--- src/emesh_pkg.sv ---
`default_nettype none

package emesh_pkg;

   // packet and node widths
   localparam int PW   = 104;
   localparam int ID_W = 12;

   // mesh transaction, pad bit at the low end is always zero
   typedef struct packed {
      logic        write;
      logic [1:0]  datamode;
      logic [3:0]  ctrlmode;
      logic [31:0] dstaddr;
      logic [31:0] data;
      logic [31:0] srcaddr;
      logic        pad;
   } emesh_packet_t;

   // register bus shared by all blocks
   typedef struct packed {
      logic        we;
      logic [14:0] addr;
      logic [63:0] din;
   } mi_bus_t;

   // address groups, dstaddr[19:16]
   localparam logic [3:0] EGROUP_MMR = 4'hF;
   localparam logic [3:0] EGROUP_MMU = 4'hE;
   localparam logic [3:0] EGROUP_RR  = 4'hD;

   // destination address fields
   localparam int ID_LSB     = 20;
   localparam int GRP_MSB    = 19;
   localparam int GRP_LSB    = 16;
   localparam int MMU_RX_BIT = 15;
   localparam int BLK_MSB    = 10;
   localparam int BLK_LSB    = 8;
   localparam int DMA_RX_BIT = 5;

   // block codes in dstaddr[10:8]
   localparam logic [1:0] CFG_BLK_HI = 2'b01;
   localparam logic [2:0] DMA_BLK    = 3'h5;

   // word index fields on the register bus
   localparam int REG_IDX_MSB = 4;
   localparam int REG_IDX_LSB = 2;
   localparam int MMU_IDX_MSB = 8;
   localparam int MMU_IDX_LSB = 3;

endpackage

`default_nettype wire

--- src/cfg_regs.sv ---
`timescale 1ns/100ps
`default_nettype none

module cfg_regs
   import emesh_pkg::*;
(
   input  wire logic        clk,
   input  wire logic        nreset,
   input  wire logic        en,
   input  wire mi_bus_t     mi,
   output logic [63:0]      dout,
   output logic [31:0]      link_ctrl
);

   localparam int NWORDS = 8;

   logic [31:0] regs [NWORDS];
   logic [2:0]  idx;
   logic        wr;

   assign idx = mi.addr[REG_IDX_MSB:REG_IDX_LSB];
   assign wr  = en && mi.we;

   // words written from the low half of din
   always_ff @(posedge clk or negedge nreset)
   begin
      if (!nreset)
      begin
         for (int i = 0; i < NWORDS; i++)
         begin
            regs[i] <= '0;
         end
      end
      else if (wr)
      begin
         regs[idx] <= mi.din[31:0];
      end
   end

   // readback, upper half always zero
   always_comb
   begin
      if (en)
         dout = {32'h0, regs[idx]};
      else
         dout = '0;
   end

   // word 0 is the link control word
   assign link_ctrl = regs[0];

   // readback OR in cfg_if relies on idle blocks being quiet
   assert property (@(posedge clk) disable iff (!nreset)
      !en |-> dout == '0);

endmodule

`default_nettype wire

--- config.mk ---
export PLATFORM = sky130hd
export DESIGN_NAME = cfg_regs
export DESIGN_NICKNAME = d
export VERILOG_FILES = /design/src/emesh_pkg.sv /design/src/cfg_regs.sv
export SDC_FILE = /design/constraint.sdc
export NUM_CORES = 1
export LEC_CHECK = 0
export BUFFER_PORTS_ARGS = -buffer_cell sky130_fd_sc_hd__buf_2
export CAP_MARGIN = 20
export CORE_MARGIN = 5
export CORE_UTILIZATION = 60
export DETAILED_ROUTE_END_ITERATION = 8
export PLACE_DENSITY = 0.85
export REMOVE_ABC_BUFFERS = 1
export SLEW_MARGIN = 20
export SYNTH_ARGS = -nofsm -noshare
export SYNTH_HDL_FRONTEND = slang
export SYNTH_SLANG_ARGS = --single-unit
--- constraint.sdc ---
create_clock -name clk -period 2.54 [get_ports clk]
set_input_delay 0.381 -clock clk [delete_from_list [all_inputs] [get_ports clk]]
set_output_delay 0.381 -clock clk [all_outputs]
set_load 0.005 [all_outputs]
==> qor.yml <==
status:
  status: "completed"
timing:
  tightest_slew_ps: 664.5
  maxSlewHeadroom: 0.5570
  setup_viol: 0
  rsz0062_at_grt: "false"
  setup_tns_ps: 0
  timing.final.max_slew_violations: 0
  final.period_utilization: 0.9484
  finClkSkew_ps: 0
  final-hold-violation-count: 0
  fin_hold_ws_ps: 167.0
  fmax_mhz: 415.1
  period_needed_ps: 2409
clock_network:
  cts_tree: "yes"
  cts_root_buf: "clkbuf_16"
  clockBufferDepth: 3
  clkTransAtPathRegs_ps: 60
  postCtsSetupBuffers: 0
  insertion_delay_ps: 520
  h-tree-depth: 1
  cts.sinks: 256
  numCtsBuffers: 27
setup_path:
  r2r_cells: 1
  cp-end-kind: "primary output"
  rrSetupSlack_ps: 1700
  arrival_ps: 2030
  crit_required_ps: 2160
  endpoint: "dout[2]"
  critPathLaunch: "mi[67]"
  cp-start-kind: "input pin"
  criticalPathCategory: "input pin to primary output"
  reg2reg_from: "regs[43]$_DFFE_PN0P_"
  worstPathMaxFanout: 53
  r2r_end: "regs[43]$_DFFE_PN0P_"
grt:
  grt_max_degree: 86
  first_global_vias: 8771
  gr-usage-all-layers: 0.2508
  grt_pass1_wl_um: 48420
  antenna_found_initial: 1
  grt_overflow: 0
detailed_routing:
  highest_layer: "met5"
  vias_per_cell: 6.236
  wl_per_cell_um: 22.36
  drt_pre_antenna_iters: 6
  routedLengthMet1_um: 12440
  dr_total_vias: 8344
  wirelength_um: 29920
  initialDrtViolationCount: 678
  ant_nets: 0
  met2_length_um: 14460
  dr_wl_met3_um: 2271
  drc_errors: 0
place:
  numPortBuffers: 102
  hpwl_um: 19010
  placedCellCount: 1287
  placed_area_um2: 13150
  gp_congestion: 0.8044
logic_synthesis:
  yosys-top-cells-area: "dfrtp_1 51%, mux2_2 14%, mux2_1 8.9%"
  synthArstFlopShare: 1.000
  synth_xor_xnor_area_share: 0
  synth_simple_gate_area_frac: 0.06203
  ys_warn_count: 0
  synth_top_cell_area_share: 0.5106
  synth_ff_type: "dfrtp_1"
  syn_inst: 971
  synth_area_um2: 12550
  synth_fa_ha_area_frac: 0
  synth_seq_cells: 256
  avgSynthCellArea_um2: 12.92
  synth_compound_area_frac: 0.1060
  synth_area_leader_cell: "dfrtp_1"
  synthMuxAreaShare: 0.2457
  synth_cell_types: 39
  synth_top_family_by_area: "multiplexers"
  synth_edf_count: 0
  yosysSeqAreaShare: 0.5106
pwr:
  clock_power_share: 0.337
  switching_share: 0.2583
  power_leakage_nw: 6.346
  vdd_drop_max_mv: 0.6379
  p_comb_frac: 0.175
  switching_power_w: 0.002933
  internal_power_w: 0.008422
  power.density_nw_per_um2: 809.9
  p_seq_frac: 0.488
finish:
  drive_above_1_share: 0.3653
  layout.cells.non_filler: 1338
  stdcell_area_um2: 14020
  nets: 1125
  syn2layout_area_growth_pct: 11.75
die:
  dieArea_um2: 23900
  die_h_um: 154.6
  die_w_um: 154.6
  initial_utilization: 0.6026
  ios: 179
  core-area_um2: 20820
  rows: 53
run:
  maxCapViolations: 0
min_path:
  min_path_type: "input pin to flip-flop"
  hold_depth: 2
state kept, by name, indices dropped and copies added, names as in the netlist:
| register | cells |
|---|---|
| regs | 224 |
| link_ctrl | 32 |
worst max-delay path: stages:
cell,delay (ps)
buf_4,110
buf_12,220
buf_4,370
a21bo_2,270
a222oi_1,280
o221ai_1,180
buf_2,150
cells by family after synthesis:
group | count (synthesis)
muxes | 276
DFF | 256
AOI/OAI and AO/OA | 173
other | 1
buffers and inverters | 149
and+or+nand+nor | 116
layout by cell type (no fill, tap or decap), types with 4 or more instances in the layout:
cell type  synthesis  layout
a21bo_2           23      23
a222oi_1          23      23
a22oi_1           23      23
and3_1            23      23
buf_12             0      11
buf_2             26      99
buf_4             82      39
clkbuf_1          24      10
clkbuf_16          0      27
clkbuf_8           0       4
clkinv_2           0       6
conb_1             1      32
dfrtp_1          256     256
inv_1              9       9
mux2_1            99      99
mux2_2           157     157
mux2i_1           20      20
nand2_1           23      23
nor2_4             4       6
nor2b_1           27      23
nor3b_1           23      23
o21ai_0           46      46
o221ai_1          23      23
o22ai_1           14      14
o31a_1             8       8
o32ai_1           10      10
power by group through the flow:
stage	clock [W]	combinational [W]	sequential, W
after detailed placement	0	0.00199	0.00559
after CTS	0.00387	0.00201	0.00553
after global routing	0.00405	0.00220	0.00565
after floorplan	0	0.00125	0.00545
after global placement	0	0.00190	0.00551
final	0.00382	0.00199	0.00554
cell usage after synthesis, drive strengths merged (20+ instances only):
master and instances:
dfrtp 256, mux2 256, buf 115, o21ai 46, nor2b 27, clkbuf 25
nand2 24, nor3b 24, a21bo 23, a222oi 23, a22oi 23, and3 23
o221ai 23, mux2i 20
area by class of cell:
class / count / area [µm²]
inverters: 9 / 33.78
repair buffers: 151 / 1033
flip-flops and latches: 256 / 6406
well taps: 275 / 344.1
clock inverters: 8 / 90.09
diodes: 1 / 2.502
fillers: 1493 / 6802
multi-input cells: 597 / 5343
clock buffers: 41 / 768.2
how the worst min path moves through the flow:
stage / start / endpoint / slack (ps)
after floorplan: nreset / link_ctrl[0]$_DFFE_PN0P_ / 90
after global placement: nreset / link_ctrl[19]$_DFFE_PN0P_ / 430
after detailed placement: nreset / link_ctrl[19]$_DFFE_PN0P_ / 440
after CTS: mi[16] / regs[16]$_DFFE_PN0P_ / 160
after global routing: mi[16] / regs[48]$_DFFE_PN0P_ / 180
final: mi[16] / regs[16]$_DFFE_PN0P_ / 170
timing repair:
| action | CTS | global route |
|---|---|---|
| endpoints found under the setup margin | 3 | 0 |
| hold endpoints to repair | 81 | 0 |
| resized for setup | 1 | 0 |
| hold buffers | 1 | 0 |
per-layer routing:
metal | vias to the layer above | track usage
met5 | - | 0
met4 | 2 | 0.06812
met3 | 66 | 0.05008
met2 | 320 | 0.4126
met1 | 4330 | 0.3432
li1 | 3626 | -
per-stage QoR:
stage | setup slack, ps | utilization | total power [W]
3_3_place_gp | 12.18 | 0.6313 | 0.007414
2_1_floorplan | 122.1 | - | 0.006696
3_5_place_dp | 8.784 | 0.6313 | 0.007579
4_1_cts | 120.3 | 0.6732 | 0.01141
5_1_grt | 49.54 | 0.6732 | 0.01190
6_report | 131.0 | 0.6734 | 0.01136
(Power assumes the default switching activity.)
