### src/emesh_pkg.sv
`default_nettype none

package emesh_pkg;

   // packet and node widths
   localparam int PW   = 104;
   localparam int ID_W = 12;

   // mesh transaction, pad bit at the low end is always zero
   typedef struct packed {
      logic        write;
      logic [1:0]  datamode;
      logic [3:0]  ctrlmode;
      logic [31:0] dstaddr;
      logic [31:0] data;
      logic [31:0] srcaddr;
      logic        pad;
   } emesh_packet_t;

   // register bus shared by all blocks
   typedef struct packed {
      logic        we;
      logic [14:0] addr;
      logic [63:0] din;
   } mi_bus_t;

   // address groups, dstaddr[19:16]
   localparam logic [3:0] EGROUP_MMR = 4'hF;
   localparam logic [3:0] EGROUP_MMU = 4'hE;
   localparam logic [3:0] EGROUP_RR  = 4'hD;

   // destination address fields
   localparam int ID_LSB     = 20;
   localparam int GRP_MSB    = 19;
   localparam int GRP_LSB    = 16;
   localparam int MMU_RX_BIT = 15;
   localparam int BLK_MSB    = 10;
   localparam int BLK_LSB    = 8;
   localparam int DMA_RX_BIT = 5;

   // block codes in dstaddr[10:8]
   localparam logic [1:0] CFG_BLK_HI = 2'b01;
   localparam logic [2:0] DMA_BLK    = 3'h5;

   // word index fields on the register bus
   localparam int REG_IDX_MSB = 4;
   localparam int REG_IDX_LSB = 2;
   localparam int MMU_IDX_MSB = 8;
   localparam int MMU_IDX_LSB = 3;

endpackage

`default_nettype wire

### src/dma_regs.sv
`timescale 1ns/100ps
`default_nettype none

module dma_regs
   import emesh_pkg::*;
(
   input  wire logic        clk,
   input  wire logic        nreset,
   input  wire logic        en,
   input  wire mi_bus_t     mi,
   output logic [63:0]      dout,
   output logic [31:0]      dma_ctrl
);

   localparam int NWORDS = 8;

   logic [31:0] regs [NWORDS];
   logic [2:0]  idx;

   // word select inside the dma block
   assign idx = mi.addr[REG_IDX_MSB:REG_IDX_LSB];

   always_ff @(posedge clk or negedge nreset)
   begin
      if (!nreset)
      begin
         for (int i = 0; i < NWORDS; i++)
         begin
            regs[i] <= '0;
         end
      end
      else if (en && mi.we)
      begin
         regs[idx] <= mi.din[31:0];
      end
   end

   always_comb
   begin
      dout = '0;
      if (en)
         dout[31:0] = regs[idx];
   end

   // dma control word for the engine
   assign dma_ctrl = regs[0];

   assert property (@(posedge clk) disable iff (!nreset)
      !en |-> dout == '0);

endmodule

`default_nettype wire

### config.mk
export PLATFORM = sky130hd
export DESIGN_NAME = dma_regs
export DESIGN_NICKNAME = d
export VERILOG_FILES = /design/src/emesh_pkg.sv /design/src/dma_regs.sv
export SDC_FILE = /design/constraint.sdc
export NUM_CORES = 1
export LEC_CHECK = 0
export ABC_AREA = 1
export ABC_CLOCK_PERIOD_IN_PS = 1500
export BUFFER_PORTS_ARGS = -buffer_cell sky130_fd_sc_hd__clkbuf_2
export CAP_MARGIN = 25
export CORE_ASPECT_RATIO = 1.75
export CORE_UTILIZATION = 58
export DETAILED_ROUTE_END_ITERATION = 7
export PLACE_DENSITY = 0.91
export SETUP_SLACK_MARGIN = 0.2
export SYNTH_ARGS = -nofsm -noshare
export SYNTH_HDL_FRONTEND = slang
export SYNTH_SLANG_ARGS = --single-unit
### constraint.sdc
create_clock -name clk -period 1.5 [get_ports clk]
set_clock_uncertainty 0.05 [all_clocks]
set_input_delay 0.225 -clock clk [delete_from_list [all_inputs] [get_ports clk]]
set_output_delay 0.225 -clock clk [all_outputs]
set_load 0.005 [all_outputs]
==> flow_summary.yaml, run 1 <==
run_status:
  status: "complete, but fails checks"
  violations: "setup timing"
power_and_ir_drop:
  p_per_area_mw_per_mm2: 1340
  p_leak_nw: 7.99
  ir_drop_mv: 1.31
  finalPower_mw: 20.6
clocking:
  cts_tree: "built"
  insertion_delay_ns: 0.51
  cts_sinks: 256
  cts_buffers: 23
  clk_pin_slew_ns: 0.07
  htree_levels: 1
  cts_root_buf: "clkbuf_16"
  cts_buffer_depth: 3
flow_run:
  cap_violations: 0
sta:
  period_minus_slack_ns: 1.94
  holdWs_ns: 0.0281
  period_share_pct: 129
  setup_tns_ns: -8.99
  finalHoldViolations: 0
  fmax_mhz: 515
  rsz0062_at_grt: "true"
  fin_ws_ns: -0.441
  setup_violations: 37
  final_max_slew_viol_count: 0
layout:
  drive_gt1_share_pct: 22.7
  final_cell_area_mm2: 0.0154
  num-fill-cells: 1382
  nets: 1883
  antenna_cells: 0
  area_growth_syn_to_layout_pct: 21.0
synthesis:
  synthMuxAreaShare_pct: 0
  synth_edf_count: 0
  ys_types: 27
  synth_cells: 1655
  async_reset_ff_share_pct: 100
  yosys_most_used_dff: "dfrtp_1"
  yosys.area.top_type: "dfrtp_1"
  synthTopCellsByCount: "nand2_1, dfrtp_1, o21ai_0"
  synth_top_family_by_area: "simple AND/OR/NAND/NOR gates"
  ys_top_cells_by_area: "dfrtp_1, nand2_1, buf_4"
  ys_seq_elements: 256
  yosysMostFrequentCell: "nand2_1"
  ys_seq_area_share_pct: 50.3
  synth.top_cell.area_share_pct: 50.3
  postSynthAreaPerCell_um2: 7.70
  yosys.area_share.simple_pct: 27.9
  synth-compound-area-share_pct: 12.1
  yosys_warnings: 0
  synthAdderAreaFrac_pct: 0
  synthesis.area_mm2: 0.0127
  synth_xor_area_share_pct: 0
worst_setup_path:
  critPathKind: "reg2out"
  path_max_fanout: 2
  critical_path.endpoint_type: "output port"
  worstPathArrival_ns: 1.67
  required_ns: 1.22
  start_kind: "flop"
global_route:
  grt-ovfl-total: 0
  grt_usage_pct: 32.8
  grt_pass1_wl_mm: 58.3
  grt_max_degree: 81
  antenna_found_initial: 0
  grt_pass1_vias: 11900
placed_design:
  place_area_mm2: 0.0137
  gp_congestion: 0.857
  pre_cts_slack_ns: -0.172
  post-dp-hpwl_mm: 21.1
  port_buffers: 102
hold_path:
  holdCritPathClass: "in2reg"
routing:
  wl_per_cell_um: 18.8
  drc: 0
  firstDrtPassIters: 7
  drtIter0Drc: 1493
  final_antenna_net_count: 0
  finalWirelength_mm: 39.6
  num_vias: 12400
  via_per_inst: 5.91
floorplan:
  design.die.area_mm2: 0.0226
  ios: 179
  die_h_um: 198
  core_mm2: 0.0215
  row_count: 71
  start_util_pct: 59.3
  dieWidth_um: 114
==> cells by family after synthesis <==
| logic type | after synthesis |
|---|---|
| other cells | 1 |
| buf+inv | 205 |
| compound gates | 288 |
| simple gates | 905 |
| flops | 256 |
==> report_power, final <==
group,internal [mW],leakage (nW),switching (mW)
Combinational,2.39,4.50,2.91
Sequential,8.40,3.13,0.982
Clock,3.36,0.366,2.55
Total,14.2,7.99,6.44
==> stage by stage <==
| stage | util (%) | instances |
|---|---|---|
| after floorplan | - | 1686 |
| after global placement | 63.9 | 1987 |
| after detailed placement | 63.9 | 1987 |
| after CTS | 69.4 | 2073 |
| after global routing | 71.7 | 2106 |
| final | 71.7 | 2106 |
==> final timing paths <==
path                           start  cells after the start            to  slack [ns]
hold reg to reg            regs[216]                      2     regs[216]        0.44
hold / removal                 mi[6]                      3      regs[70]        0.03
setup reg to reg           regs[130]                      2     regs[130]        0.44
min in group asynchronous     nreset                      2  dma_ctrl[27]        0.09
setup / recovery           regs[160]                      7       dout[0]       -0.44
max in group asynchronous     nreset                      3     regs[104]        0.58
==> flip-flops by register name, summed over array words and instances, names as in the netlist <==
name,flops
regs,224
dma_ctrl,32
==> metal layers <==
layer	vias up	GRT usage, %	share of wire, %
met5	-	0	0
met4	0	21.1	6.2
met3	253	4.74	9.6
met2	988	56.3	50
met1	5828	38.1	34
li1	5374	-	-
==> critical path, cell delays in order, from the launching register on <==
cell	delay (ns)
dfrtp_1	0.40
nand2_1	0.08
nand2_1	0.09
nand2_1	0.12
nand2_4	0.14
nand2_2	0.07
a21oi_2	0.15
clkbuf_2	0.13
==> placed cells by master, fill, tap and decap left out, types with 32 or more instances in the layout <==
cell and instances:
inv_1 34, dfrtp_1 256, nand2_2 45, o21ai_1 40, a21oi_1 68, buf_12 32, conb_1 32, buf_4 96
a21oi_2 58, nand2_1 741, buf_6 39, o21ai_0 121, nor2_1 97, clkbuf_2 59
==> repair_timing <==
action	4_1_cts	5_1_grt
endpoints found under the hold margin	257	0
hold buffers	2	0
pin swaps	69	69
resized for setup	27	94
buffers inserted	45	33
setup endpoints to repair	55	65
==> cell type report <==
class	instances	area, um2	share of cell area [%]
flip-flops and latches	256	6410	41.6
multi-input cells	1225	5470	35.5
repair buffers	254	2260	14.6
clock buffers	31	646	4.19
well taps	292	365	2.37
inverters	40	166	1.08
clock inverters	8	96.3	0.625
(Power assumes the default switching activity.)
==> run 2, diff against run 1 <==
ABC_CLOCK_PERIOD_IN_PS = not set   (was 1500)
SETUP_SLACK_MARGIN = 0.15   (was 0.2)
==> flow_summary.yaml, run 2 (synthesis gave the netlist of run 1 again) <==
worst_setup_path:
  critical_path.endpoint_type: "output port"
  timing.rr.start: "regs[112]"
  required_ns: 1.22
  crit_end: "dout[2]"
  cp-startpoint: "regs[2]"
  r2r_end: "regs[112]"
  path_max_fanout: 2
  worstPathArrival_ns: 1.77
  reg2reg_depth: 4
  r2r_slack_ns: 0.35
  start_kind: "flop"
  critPathKind: "reg2out"
floorplan:
  core_mm2: 0.0215
  design.die.area_mm2: 0.0226
  die_h_um: 198
  row_count: 71
  ios: 179
  dieWidth_um: 114
  start_util_pct: 59.3
layout:
  drive_gt1_share_pct: 23.1
  fin_util_pct: 73.6
  antenna_cells: 0
  nets: 1913
  regMostFlops: "regs"
  multi_input_area_mm2: 0.00542
  mostFrequentLayoutCell: "nand2_1"
  num-fill-cells: 1234
  largest_reg_flops: 224
  area_growth_syn_to_layout_pct: 24.3
  final_cell_area_mm2: 0.0158
  seqCellArea_mm2: 0.00641
  mostFrequentLayoutCells: "nand2_1, dfrtp_1, o21ai_0"
routing:
  drc: 0
  met2_length_mm: 20.6
  wl_per_cell_um: 20.6
  firstDrtPassIters: 7
  drt-met1-wl_mm: 14.1
  num_vias: 13300
  via_per_inst: 6.19
  routed.top_layer: "met4"
  finalWirelength_mm: 44.1
  final_antenna_net_count: 0
  dr_wl_met3_mm: 5.41
  drtIter0Drc: 2101
sta:
  setup_tns_ns: -11.09
  final_max_slew_viol_count: 0
  rsz0062_at_grt: "true"
  fin_ws_ns: -0.549
  period_minus_slack_ns: 2.05
  period_share_pct: 137
  holdWs_ns: 0.00686
  fmax_mhz: 488
  setup_violations: 37
  finalHoldViolations: 0
power_and_ir_drop:
  p_leak_nw: 8.22
  ir_drop_mv: 1.08
  p_per_area_mw_per_mm2: 1400
placed_design:
  post-dp-hpwl_mm: 21.1
  gp_congestion: 0.833
  pre_cts_slack_ns: -0.190
  port_buffers: 102
  place_area_mm2: 0.0138
clocking:
  cts_buffer_depth: 3
  clk_pin_slew_ns: 0.07
  insertion_delay_ns: 0.53
  cts_sinks: 256
  cts_root_buf: "clkbuf_16"
  cts_tree: "built"
  cts_buffers: 24
  htree_levels: 1
global_route:
  grt_max_degree: 55
  antenna_found_initial: 0
  grt-ovfl-total: 0
  grt_usage_pct: 33.6
  grt_pass1_vias: 12600
  grt_pass1_wl_mm: 60.0
run_status:
  violations: "setup timing"
  status: "complete, but fails checks"
flow_run:
  cap_violations: 0
hold_path:
  holdCritPathClass: "in2reg"
## run 2: cell count changes in the layout (fill, tap and decap cells not counted), moves of 2 or more
cell	before	now
clkbuf_16	23	25
buf_12	32	34
clkbuf_2	59	51
nand2_1	741	756
bufinv_16	2	4
clkbuf_8	4	8
nand2_2	45	31
clkinv_2	5	2
buf_4	96	115
buf_6	39	54
## run 2: power breakdown
| part | switching, mW | internal [mW] |
|---|---|---|
| sequential | 1.05 | 8.40 |
| combinational | 3.20 | 2.61 |
| clock | 2.79 | 4.13 |
## run 2: layout make-up
cell class / count / area share, %
inverter: 40 / 1.00
clock buffer: 37 / 4.74
multi-input combinational: 1225 / 34.2
timing repair buffer: 283 / 16.3
tap: 292 / 2.31
clock inverter: 7 / 0.885
sequential: 256 / 40.5
## run 2: how the worst min path moves through the flow
stage / startpoint / endpoint / slack, ns / cells after the start
floorplan: nreset / dma_ctrl[0] / -0.12 / 0
global placement: nreset / dma_ctrl[27] / 0.1 / 1
detailed placement: nreset / dma_ctrl[29] / 0.10 / 1
CTS: mi[15] / regs[79] / 0.001 / 3
global route: mi[13] / regs[77] / 0.04 / 3
finish: mi[18] / regs[82] / 0.007 / 3
## run 2: per-stage QoR
step	power, mW	cells
CTS	20.7	2100
global placement	13.0	1998
floorplan	12.2	1686
detailed placement	13.3	1998
global route	23.0	2140
finish	22.2	2140
## run 2: per-layer routing
layer | vias up | GRT usage [%]
li1 | 5453 | -
met1 | 6065 | 38.3
met2 | 1300 | 56.3
met3 | 434 | 6.12
met4 | 0 | 24.7
met5 | - | 0
## run 2: critical path, cell delays in order, from the launching register on
cell,delay (ns)
dfrtp_1,0.36
nand2_1,0.08
nand2_1,0.11
nand2_1,0.07
nand2_1,0.08
nand2_1,0.07
a21oi_2,0.30
clkbuf_2,0.18
## run 2: timing repair
action,CTS,global route
pin swaps,67,90
endpoints found under the hold margin,258,0
hold buffers,3,0
setup buffers,55,40
endpoints found under the setup margin,32,61
resized for setup,14,101
