--- src/emesh_pkg.sv ---
`default_nettype none

package emesh_pkg;

   // packet and node widths
   localparam int PW   = 104;
   localparam int ID_W = 12;

   // mesh transaction, pad bit at the low end is always zero
   typedef struct packed {
      logic        write;
      logic [1:0]  datamode;
      logic [3:0]  ctrlmode;
      logic [31:0] dstaddr;
      logic [31:0] data;
      logic [31:0] srcaddr;
      logic        pad;
   } emesh_packet_t;

   // register bus shared by all blocks
   typedef struct packed {
      logic        we;
      logic [14:0] addr;
      logic [63:0] din;
   } mi_bus_t;

   // address groups, dstaddr[19:16]
   localparam logic [3:0] EGROUP_MMR = 4'hF;
   localparam logic [3:0] EGROUP_MMU = 4'hE;
   localparam logic [3:0] EGROUP_RR  = 4'hD;

   // destination address fields
   localparam int ID_LSB     = 20;
   localparam int GRP_MSB    = 19;
   localparam int GRP_LSB    = 16;
   localparam int MMU_RX_BIT = 15;
   localparam int BLK_MSB    = 10;
   localparam int BLK_LSB    = 8;
   localparam int DMA_RX_BIT = 5;

   // block codes in dstaddr[10:8]
   localparam logic [1:0] CFG_BLK_HI = 2'b01;
   localparam logic [2:0] DMA_BLK    = 3'h5;

   // word index fields on the register bus
   localparam int REG_IDX_MSB = 4;
   localparam int REG_IDX_LSB = 2;
   localparam int MMU_IDX_MSB = 8;
   localparam int MMU_IDX_LSB = 3;

endpackage

`default_nettype wire

--- src/cfg_if.sv ---
`timescale 1ns/100ps
`default_nettype none

module cfg_if
   import emesh_pkg::*;
#(
   parameter logic [ID_W-1:0] ID = 12'h999,
   parameter bit              RX = 1'b0
)
(
   input  wire logic          clk,
   input  wire logic          nreset,
   input  wire logic          in_valid,
   input  wire emesh_packet_t in_packet,
   output logic               in_ready,
   output logic               out_valid,
   output emesh_packet_t      out_packet,
   input  wire logic          out_ready,
   output mi_bus_t            mi,
   output logic               cfg_en,
   output logic               dma_en,
   output logic               mmu_en,
   input  wire logic [63:0]   cfg_dout,
   input  wire logic [63:0]   dma_dout,
   input  wire logic [63:0]   mmu_dout
);

   logic          xfer;
   logic          match;
   logic [3:0]    group;
   logic [2:0]    blk;
   logic          cfg_sel;
   logic          dma_sel;
   logic          mmu_sel;
   logic          local_sel;
   logic          rd;
   logic          fwd;
   logic [63:0]   dout;
   emesh_packet_t reply;

   // single output slot, refilled in the cycle it drains
   assign in_ready = !out_valid || out_ready;
   assign xfer     = in_valid && in_ready;

   assign match = in_packet.dstaddr[31:ID_LSB] == ID;
   assign group = in_packet.dstaddr[GRP_MSB:GRP_LSB];
   assign blk   = in_packet.dstaddr[BLK_MSB:BLK_LSB];

   assign cfg_sel = match && group == EGROUP_MMR && blk == {CFG_BLK_HI, RX};
   assign dma_sel = match && group == EGROUP_MMR && blk == DMA_BLK &&
                    in_packet.dstaddr[DMA_RX_BIT] == RX;
   assign mmu_sel = match && group == EGROUP_MMU &&
                    in_packet.dstaddr[MMU_RX_BIT] == RX;

   assign local_sel = cfg_sel || dma_sel || mmu_sel;
   assign rd        = local_sel && !in_packet.write;

   // our register groups but no block here, pass it along
   assign fwd = match && !local_sel &&
                (group == EGROUP_RR || group == EGROUP_MMR || group == EGROUP_MMU);

   // enables only on an accepted packet so stalls write nothing
   assign cfg_en = cfg_sel && xfer;
   assign dma_en = dma_sel && xfer;
   assign mmu_en = mmu_sel && xfer;

   assign mi.we   = in_packet.write;
   assign mi.addr = in_packet.dstaddr[14:0];
   assign mi.din  = {in_packet.srcaddr, in_packet.data};

   // unselected blocks drive zero
   assign dout = cfg_dout | dma_dout | mmu_dout;

   always_comb
   begin
      reply          = in_packet;
      reply.write    = 1'b1;
      reply.dstaddr  = in_packet.srcaddr;
      reply.srcaddr  = dout[63:32];
      reply.data     = dout[31:0];
      reply.pad      = 1'b0;
   end

   always_ff @(posedge clk or negedge nreset)
   begin
      if (!nreset)
         out_valid <= 1'b0;
      else if (xfer)
         out_valid <= rd || fwd;
      else if (out_ready)
         out_valid <= 1'b0;
   end

   always_ff @(posedge clk)
   begin
      if (xfer)
         out_packet <= fwd ? in_packet : reply;
   end

   // decode must never hit two blocks at once
   assert property (@(posedge clk) disable iff (!nreset)
      $onehot0({cfg_en, dma_en, mmu_en}));

   // held output survives a stall unchanged
   assert property (@(posedge clk) disable iff (!nreset)
      out_valid && !out_ready |=> out_valid && $stable(out_packet));

endmodule

`default_nettype wire

--- config.mk ---
export PLATFORM = sky130hd
export DESIGN_NAME = cfg_if
export DESIGN_NICKNAME = d
export VERILOG_FILES = /design/src/emesh_pkg.sv /design/src/cfg_if.sv
export SDC_FILE = /design/constraint.sdc
export NUM_CORES = 1
export LEC_CHECK = 0
export BUFFER_PORTS_ARGS = -buffer_cell sky130_fd_sc_hd__clkbuf_2
export CORE_AREA = 3 3 192 194
export CTS_CLUSTER_SIZE = 40
export DETAILED_ROUTE_END_ITERATION = 16
export DIE_AREA = 0 0 195 197
export SYNTH_ARGS = -nofsm -noshare
export SYNTH_HDL_FRONTEND = slang
export SYNTH_SLANG_ARGS = --single-unit
--- constraint.sdc ---
create_clock -name clk -period 10.5 [get_ports clk]
set_input_delay 1.05 -clock clk [delete_from_list [all_inputs] [get_ports clk]]
set_output_delay 1.05 -clock clk [all_outputs]
set_load 0.02 [all_outputs]
==> results.yml, run 1 <==
layout:
  drive_gt1_share_pct: 69.5
  final_cell_mix: "clkbuf_2, edfxtp_1, or3_1, mux2_2, mux2_1"
  insertedDiodeCount: 0
  final_common_cell: "clkbuf_2"
  area_growth_pct: 48.7
  nets: 1105
  nFillCells: 3837
timing:
  fin_ws_ns: 6.34
  fin_crit_ns: 4.16
  maxSlewViolCount: 0
  setup_viol_count_final: 0
  rsz0062_at_grt: "false"
  setup-tns-final_ns: 0
  fin_worst_skew_ns: 0.0100
  final_hold_viol_count: 0
  fin_crit_sh_pct: 39.6
  tightest_slew_ns: 0.776
  fmaxAchievable_mhz: 240
  max-slew-margin-rel_pct: 48.2
global_route:
  grt_first_pass_wirelength_um: 26900
  grt.overflow.total: 0
  antenna_found_initial: 0
  grt_max_degree: 58
  grt_use_total_pct: 9.27
  grt_pass1_vias: 4611
power:
  pwr-share-comb_pct: 19.6
  powerDensity_mw_per_mm2: 129
  ir_worst_vdd_mv: 0.0727
  power_frac_clock_pct: 32.5
  power_frac_seq_pct: 47.9
  p_leak_nw: 3.63
  netSwitchingFraction_pct: 27.5
  p_switching_w: 0.000289
  intPower_w: 0.000763
setup_path:
  critPathArrivalTime_ns: 3.11
  crit_type: "in -> out"
  worstPathRequired_ns: 9.45
  reg2reg_to: "out_packet[91]"
  reg2reg_from: "out_valid"
  reg2reg_depth: 3
  critPathCaptureType: "output pin"
  r2r_setup_slack_ns: 8.21
  crit_path_start_kind: "input port"
  cp-startpoint: "out_ready"
  endpoint: "dma_en"
  path_max_fanout: 57
synthesis:
  synth_top_cell_area_share_pct: 57.0
  async_reset_ff_share_pct: 0.952
  ys_types: 35
  synthFlopType: "edfxtp_1"
  synth-edff-count: 104
  ys_seq_area_share_pct: 57.5
  synth_area_mm2: 0.00548
  ys_ff_latch: 105
  synth.area.top_cells: "edfxtp_1, buf_4, mux2_2"
  synth_area_per_cell_um2: 13.9
  yosys.area.top_type: "edfxtp_1"
  syn-num-nets: 694
  synth_cells: 394
  yosysWarnings: 0
placement:
  port_buffers: 488
  place.gp.congestion: 0.846
  dp_hpwl_um: 16200
  pre_cts_slack_ns: 6.25
detailed_routing:
  first_pass_iters: 4
  drt_iter0_drc: 136
  final_antenna_net_count: 0
  via_count: 4674
  remaining_drc_errors: 0
  wl_um: 19200
  viasPerCell: 3.68
  post_drt_wl_per_cell_um: 15.1
clock_network:
  root_buffer: "clkbuf_16"
  clk_latency_ns: 0.36
  post_cts_buffers: 0
  clk_pin_slew_ns: 0.07
  cts_buffers: 9
  hold_buffers: 0
  clock-sinks: 105
  htreeDepth: 3
  cts_buffer_depth: 2
  cts_tree: "done"
  ctsResizeCount: 0
floorplanning:
  dieArea_mm2: 0.0384
  fp.coreArea_mm2: 0.0354
  num_rows: 69
  start_util_pct: 15.5
  dieWidth_um: 195
  die_y_um: 197
  pin_count: 489
flow_run:
  cap_violations: 0
worst_hold_path:
  holdCritPathClass: "in -> async"
outcome:
  status: "finished, final reports clean"
through the flow:
stage	total power, W	instance area [um^2]	cells	hold slack (ns)	utilization (%)
5_1_grt	0.00110	8140	1271	0.410	23.0
2_1_floorplan	0.000625	5480	394	0.754	-
3_5_place_dp	0.000723	7860	1255	0.575	22.2
6_report	0.00105	8140	1271	0.446	23.0
3_3_place_gp	0.000721	7860	1255	0.547	22.2
4_1_cts	0.00107	8140	1271	0.411	23.0
kinds of logic (layout without fill, tap and decap cells):
kind of cell | after synthesis | in the layout | share of synthesized area (%)
flops | 105 | 105 | 57.5
simple gates | 100 | 100 | 11.6
buf+inv | 95 | 511 | 12.7
mux | 79 | 79 | 16.2
compound gates | 15 | 15 | 1.92
layout make-up:
cell class | instances | area [um^2] | area share (%)
flip-flops and latches | 105 | 3150 | 38.7
repair buffers | 492 | 2470 | 30.4
multi-input cells | 194 | 1650 | 20.2
well taps | 461 | 577 | 7.08
clock buffers | 11 | 233 | 2.86
clock inverters | 5 | 56.3 | 0.691
inverters | 3 | 11.3 | 0.138
how the worst min path moves through the flow:
| stage | startpoint | to |
|---|---|---|
| after floorplan | nreset | out_valid |
| after global placement | out_valid | out_valid |
| after detailed placement | out_valid | out_valid |
| after CTS | nreset | out_valid |
| after global routing | nreset | out_valid |
| final | nreset | out_valid |
cells in the mapped netlist, types with 4 or more instances:
| library cell | count |
|---|---|
| edfxtp_1 | 104 |
| buf_4 | 81 |
| or3_1 | 64 |
| mux2_2 | 45 |
| mux2_1 | 34 |
| or2_2 | 8 |
| nor2b_1 | 6 |
| a21oi_1 | 5 |
| buf_2 | 5 |
| buf_6 | 4 |
state kept, by name, summed over array words and instances, names as in the netlist:
register / count
out_packet: 104
out_valid: 1
worst max-delay path, stage by stage:
cell	delay [ns]
clkbuf_2	0.07
nand2b_1	0.15
and2_4	0.60
buf_4	0.69
nand4_1	0.21
nor2_1	0.14
clkbuf_2	0.18
metal layers:
| metal | global-route usage, % | wire, um | vias to the layer above |
|---|---|---|---|
| met5 | 0 | 0 | - |
| met4 | 3.91 | 438 | 0 |
| met3 | 2.56 | 1480 | 22 |
| met2 | 16.3 | 9950 | 269 |
| met1 | 10.6 | 7370 | 2159 |
| li1 | - | - | 2224 |
power by group through the flow:
stage                      logic, W  registers (W)  clock network, W
after global placement     0.000208       0.000513                 0
after detailed placement   0.000209       0.000514                 0
after global routing       0.000221       0.000507          0.000375
after floorplan           0.0000718       0.000554                 0
after CTS                  0.000209       0.000505          0.000360
final                      0.000206       0.000504          0.000341
Note: power is estimated with default switching activity, not from simulation.
==> run 2: changes to the inputs <==
--- a/config.mk
+++ b/config.mk
@@ -5,11 +5,12 @@
 export SDC_FILE = /design/constraint.sdc
 export NUM_CORES = 1
 export LEC_CHECK = 0
+export ABC_AREA = 1
 export BUFFER_PORTS_ARGS = -buffer_cell sky130_fd_sc_hd__clkbuf_2
-export CORE_AREA = 3 3 192 194
+export CORE_AREA = 3 3 187 189
 export CTS_CLUSTER_SIZE = 40
 export DETAILED_ROUTE_END_ITERATION = 16
-export DIE_AREA = 0 0 195 197
+export DIE_AREA = 0 0 190 192
 export SYNTH_ARGS = -nofsm -noshare
 export SYNTH_HDL_FRONTEND = slang
 export SYNTH_SLANG_ARGS = --single-unit
==> constraint.sdc (replaced) <==
create_clock -name clk -period 4.14 [get_ports clk]
set_input_delay 0.414 -clock clk [delete_from_list [all_inputs] [get_ports clk]]
set_output_delay 0.414 -clock clk [all_outputs]
set_load 0.02 [all_outputs]
==> results.yml, run 2 <==
outcome:
  status: "finished, final reports clean"
setup_path:
  path_max_fanout: 68
  crit_type: "reg -> reg"
  slowest_delay_ns: 0.73
  cp-startpoint: "out_valid"
  crit_chain: "nand2_1, nand2_1, inv_4, buf_4"
  endpoint: "out_packet[1]"
  critPathCaptureType: "register"
  reg2reg_to: "out_packet[1]"
  worstPathRequired_ns: 4.18
  crit_path_start_kind: "register"
  r2r_setup_slack_ns: 1.99
  crit_slowest_cell: "inv_4"
  path_common_cell: "nand2_1"
  reg2reg_depth: 4
  reg2reg_from: "out_valid"
  critPathArrivalTime_ns: 2.19
layout:
  largest_register: "out_packet"
  final_cell_mix: "clkbuf_2, nand2_1, edfxtp_1, or3_1, inv_1"
  final_common_cell: "clkbuf_2"
  largest_reg_flops: 104
  finalNonFillerCells: 1440
  reg_top3: "out_packet x104, out_valid x1"
  nFillCells: 3667
  drive_gt1_share_pct: 51.6
  area_growth_pct: 46.9
  nets: 1286
clock_network:
  cts_buffers: 9
  clk_pin_slew_ns: 0.08
  clock-sinks: 105
  root_buffer: "clkbuf_16"
  cts_buffer_depth: 2
  htreeDepth: 3
  cts_tree: "done"
  post_cts_buffers: 0
  clk_latency_ns: 0.37
timing:
  maxSlewViolCount: 0
  setup_viol_count_final: 0
  tightest_slew_ns: 0.970
  fmaxAchievable_mhz: 465
  final_hold_viol_count: 0
  fin_crit_sh_pct: 52.0
  fin_crit_ns: 2.15
  fin_worst_skew_ns: 0.0118
  setup-tns-final_ns: 0
  timing.hold.ws_ns: 0.222
  rsz0062_at_grt: "false"
  max-slew-margin-rel_pct: 35.4
detailed_routing:
  viasPerCell: 3.72
  final_antenna_net_count: 0
  first_pass_iters: 4
  remaining_drc_errors: 0
  met3WireLength_um: 2130
  via_count: 5360
  drt_iter0_drc: 234
  wl_met2_um: 10500
  top_layer_used: "met4"
  wl_um: 20700
  post_drt_wl_per_cell_um: 14.4
  met1_length_um: 7710
synthesis:
  synth_area_per_cell_um2: 9.52
  synth_cells: 581
  synth-edff-count: 104
  syn-num-nets: 881
  synthFlopType: "edfxtp_1"
  synth.area.top_cells: "edfxtp_1, nand2_1, buf_4"
  netlist_top_cells_count: "nand2_1, edfxtp_1, buf_4"
  synth_most_common_cell: "nand2_1"
  ys_ff_latch: 105
  ys_types: 18
  ys_seq_area_share_pct: 56.9
  yosysWarnings: 0
  yosys.area.top_type: "edfxtp_1"
  synth_area_mm2: 0.00553
  synth_top_cell_area_share_pct: 56.5
  async_reset_ff_share_pct: 0.952
placement:
  port_buffers: 488
  dp_hpwl_um: 17200
  place_inst: 1422
  place.gp.congestion: 0.833
floorplanning:
  pin_count: 489
  num_rows: 67
  fp.coreArea_mm2: 0.0334
  dieWidth_um: 190
  start_util_pct: 16.5
  dieArea_mm2: 0.0365
  die_y_um: 192
worst_hold_path:
  holdCritPathClass: "in -> reg"
power:
  powerDensity_mw_per_mm2: 333
  ir_worst_vdd_mv: 0.173
  p_leak_nw: 4.26
  total_power_w: 0.00270
global_route:
  grt_first_pass_wirelength_um: 28200
  grt_pass1_vias: 5077
  grt_use_total_pct: 10.5
  grt.overflow.total: 0
  grt_max_degree: 73
  antenna_found_initial: 1
flow_run:
  cap_violations: 0
-- run 2: cell types whose count changed after synthesis, sizes merged, moves of 3 or more --
cell,previous run,this run
a21oi,5,0
buf,90,99
inv,3,28
mux2,79,0
nand2,1,239
nand2b,3,0
nand3,0,3
nor2,3,19
nor2b,6,0
o21ai,2,17
or2,8,0
-- run 2: per-stage QoR --
step | cell area [um^2] | setup slack (ns) | utilization, %
after floorplan | 5530 | 0.839 | -
after global placement | 7810 | 1.71 | 23.3
after detailed placement | 7810 | 1.66 | 23.3
after CTS | 8130 | 1.95 | 24.3
after global routing | 8130 | 1.82 | 24.3
final | 8130 | 1.99 | 24.3
-- run 2: report_power, final --
group	leakage, nW	switching, W	internal, W
Clock	0.143	0.000413	0.000491
Combinational	3.08	0.000319	0.000206
Sequential	1.05	0.0000218	0.00125
-- run 2: per-layer routing --
metal,up-vias,GRT usage [%]
met5,-,0
li1,2647,-
met2,311,19.1
met4,0,3.72
met3,17,3.63
met1,2385,11.4
-- run 2: kinds of logic after synthesis --
logic type             count (synthesis)  synth area share [%]
buffers and inverters                127                  15.7
flip-flops                           105                  56.9
AND/OR/NAND/NOR                      331                  25.7
AO/OA/AOI/OAI                         18                  1.67
-- run 2: final cells by class --
type                    count  area, um^2  area share [%]
multi-input cells         349        1520            18.7
well taps                 448         561            6.90
clock buffers              11         243            2.99
repair buffers            493        2480            30.5
inverters                  28         113            1.39
clock inverters             5        62.6           0.770
flip-flops and latches    105        3150            38.7
diodes                      1        2.50          0.0308
-- run 2: worst max-delay path, delay by kind of cell (launching register included) --
kind                   cells  cell delay, ns
buffers and inverters      2            1.14
flip-flops                 1            0.39
AND/OR/NAND/NOR            2            0.25
-- run 2: worst min-delay path by stage --
| stage | cells after the start | slack (ns) | start | to |
|---|---|---|---|---|
| 6_report | 1 | 0.22 | in_packet[100] | out_packet[100] |
| 5_1_grt | 1 | 0.19 | in_packet[101] | out_packet[101] |
| 4_1_cts | 1 | 0.18 | in_packet[100] | out_packet[100] |
| 3_5_place_dp | 1 | 0.19 | nreset | out_valid |
| 3_3_place_gp | 1 | 0.19 | nreset | out_valid |
| 2_1_floorplan | 0 | 0.12 | nreset | out_valid |
-- run 2: timing repair --
action / in CTS / in global routing
resized for setup: 0 / 0
hold endpoints to repair: 1 / 0
hold buffers: 1 / 0
==> run 3: changes to the inputs <==
--- a/config.mk
+++ b/config.mk
@@ -5,12 +5,12 @@
 export SDC_FILE = /design/constraint.sdc
 export NUM_CORES = 1
 export LEC_CHECK = 0
-export ABC_AREA = 1
+export ABC_AREA = 0
 export BUFFER_PORTS_ARGS = -buffer_cell sky130_fd_sc_hd__clkbuf_2
-export CORE_AREA = 3 3 187 189
+export CORE_AREA = 3 3 192 194
 export CTS_CLUSTER_SIZE = 40
 export DETAILED_ROUTE_END_ITERATION = 16
-export DIE_AREA = 0 0 190 192
+export DIE_AREA = 0 0 195 197
 export SYNTH_ARGS = -nofsm -noshare
 export SYNTH_HDL_FRONTEND = slang
 export SYNTH_SLANG_ARGS = --single-unit
==> constraint.sdc (replaced) <==
create_clock -name clk -period 2.16 [get_ports clk]
set_input_delay 0.216 -clock clk [delete_from_list [all_inputs] [get_ports clk]]
set_output_delay 0.216 -clock clk [all_outputs]
set_load 0.02 [all_outputs]
==> results.yml, run 3 (synthesis results as in run 1) <==
outcome:
  failed_checks: "negative setup slack"
  status: "complete, but fails checks"
setup_path:
  crit_chain: "clkbuf_2, or4b_4, or4_4, a311oi_4, buf_6, buf_12, mux2_2"
  crit_path_start_kind: "input port"
  crit_slowest_cell: "or4b_4"
  slowest_delay_ns: 0.52
  worstPathRequired_ns: 2.27
  critPathCaptureType: "register"
  reg2reg_to: "out_packet[14]"
  reg2reg_depth: 3
  r2r_setup_slack_ns: 0.79
  reg2reg_from: "out_valid"
  crit_type: "in -> reg"
  critPathArrivalTime_ns: 2.36
  path_max_fanout: 13
clock_network:
  clock-sinks: 105
  cts_tree: "done"
  htreeDepth: 3
  clk_latency_ns: 0.37
  cts_buffer_depth: 2
  clk_pin_slew_ns: 0.06
  root_buffer: "clkbuf_16"
  cts_buffers: 9
detailed_routing:
  remaining_drc_errors: 0
  post_drt_wl_per_cell_um: 15.9
  drt_iter0_drc: 225
  first_pass_iters: 4
  via_count: 4868
  viasPerCell: 3.75
  final_antenna_net_count: 0
  wl_um: 20600
floorplanning:
  pin_count: 489
  dieArea_mm2: 0.0384
  start_util_pct: 15.5
  num_rows: 69
  dieWidth_um: 195
  die_y_um: 197
  fp.coreArea_mm2: 0.0354
timing:
  fin_crit_ns: 2.25
  setup_viol_count_final: 78
  fmaxAchievable_mhz: 445
  maxSlewViolCount: 0
  timing.hold.ws_ns: 0.0396
  fin_ws_ns: -0.0891
  fin_crit_sh_pct: 104
  final_hold_viol_count: 0
  fin_worst_skew_ns: 0.0156
  tightest_slew_ns: 0.362
  rsz0062_at_grt: "true"
  max-slew-margin-rel_pct: 75.3
placement:
  dpl_cell_area_mm2: 0.00806
  place.gp.congestion: 0.839
  port_buffers: 488
  pre_cts_slack_ns: -0.541
  dp_hpwl_um: 16900
  place_inst: 1273
power:
  p_leak_nw: 4.04
  powerDensity_mw_per_mm2: 598
  ir_worst_vdd_mv: 0.348
layout:
  area_growth_pct: 58.6
  largest_reg_flops: 104
  stdcell_area_mm2: 0.00869
  final_cell_mix: "clkbuf_2, edfxtp_1, or3_1, mux2_4, mux2_2"
  reg_top3: "out_packet x104, out_valid x1"
  finalNonFillerCells: 1298
  insertedDiodeCount: 0
  nets: 1132
  largest_register: "out_packet"
  final_common_cell: "clkbuf_2"
  drive_gt1_share_pct: 73.2
global_route:
  grt_use_total_pct: 9.72
  grt_max_degree: 56
  grt_pass1_vias: 4682
  antenna_found_initial: 2
  grt_first_pass_wirelength_um: 27900
  grt.overflow.total: 0
flow_run:
  cap_violations: 0
worst_hold_path:
  min-delay-start: "in_packet[101]"
  whs_endpoint: "out_packet[101]"
  holdCritPathClass: "in -> reg"
  hold_depth: 1
## run 3: layer usage
metal,up-vias,part of all wire [%],track usage [%]
met5,-,0,0
met4,0,1.8,4.01
met3,17,7.7,2.46
met2,252,50,16.0
met1,2320,40,12.2
li1,2279,-,-
## run 3: worst max-delay path by stage
stage | startpoint | end | slack, ns | depth (start not counted)
3_5_place_dp | in_packet[91] | out_packet[12] | -0.54 | 7
6_report | in_packet[95] | out_packet[22] | -0.09 | 7
3_3_place_gp | in_packet[91] | out_packet[76] | -0.52 | 7
5_1_grt | in_packet[95] | out_packet[63] | -0.12 | 7
2_1_floorplan | in_packet[91] | out_packet[42] | -0.30 | 6
4_1_cts | in_packet[91] | out_packet[22] | -0.11 | 7
## run 3: layout make-up
class	count	area [um^2]
clock buffers	9	225
repair buffers	519	2810
clock inverters	7	71.3
flip-flops and latches	105	3150
multi-input cells	194	1850
well taps	461	577
inverters	3	11.3
fillers	3815	26700
## run 3: worst max-delay path, delay by kind of cell
family / cells / cell delay [ns]
buf+inv: 3 / 0.46
compound gates: 1 / 0.32
simple gates: 2 / 0.99
mux: 1 / 0.33
## run 3: metrics by stage
step           util, %  setup TNS (ns)  total power, W
2_1_floorplan        -          -21.77         0.00304
3_3_place_gp      22.8          -40.85         0.00354
3_5_place_dp      22.8          -42.55         0.00354
4_1_cts           23.9           -5.15         0.00529
5_1_grt           24.5           -6.45         0.00546
6_report          24.5           -3.92         0.00519
## run 3: where the power goes
group,internal [W],switching [W]
clock,0.000897,0.000777
combinational,0.000454,0.000611
sequential,0.00240,0.0000502
## run 3: what timing repair did
item                                    in CTS  in global routing
pin swaps                                    0                  3
cloned                                       0                  2
hold endpoints to repair                     5                  0
hold buffers                                 5                  0
buffers inserted                             1                  1
endpoints found under the setup margin      77                 79
gates resized for setup                      8                 48
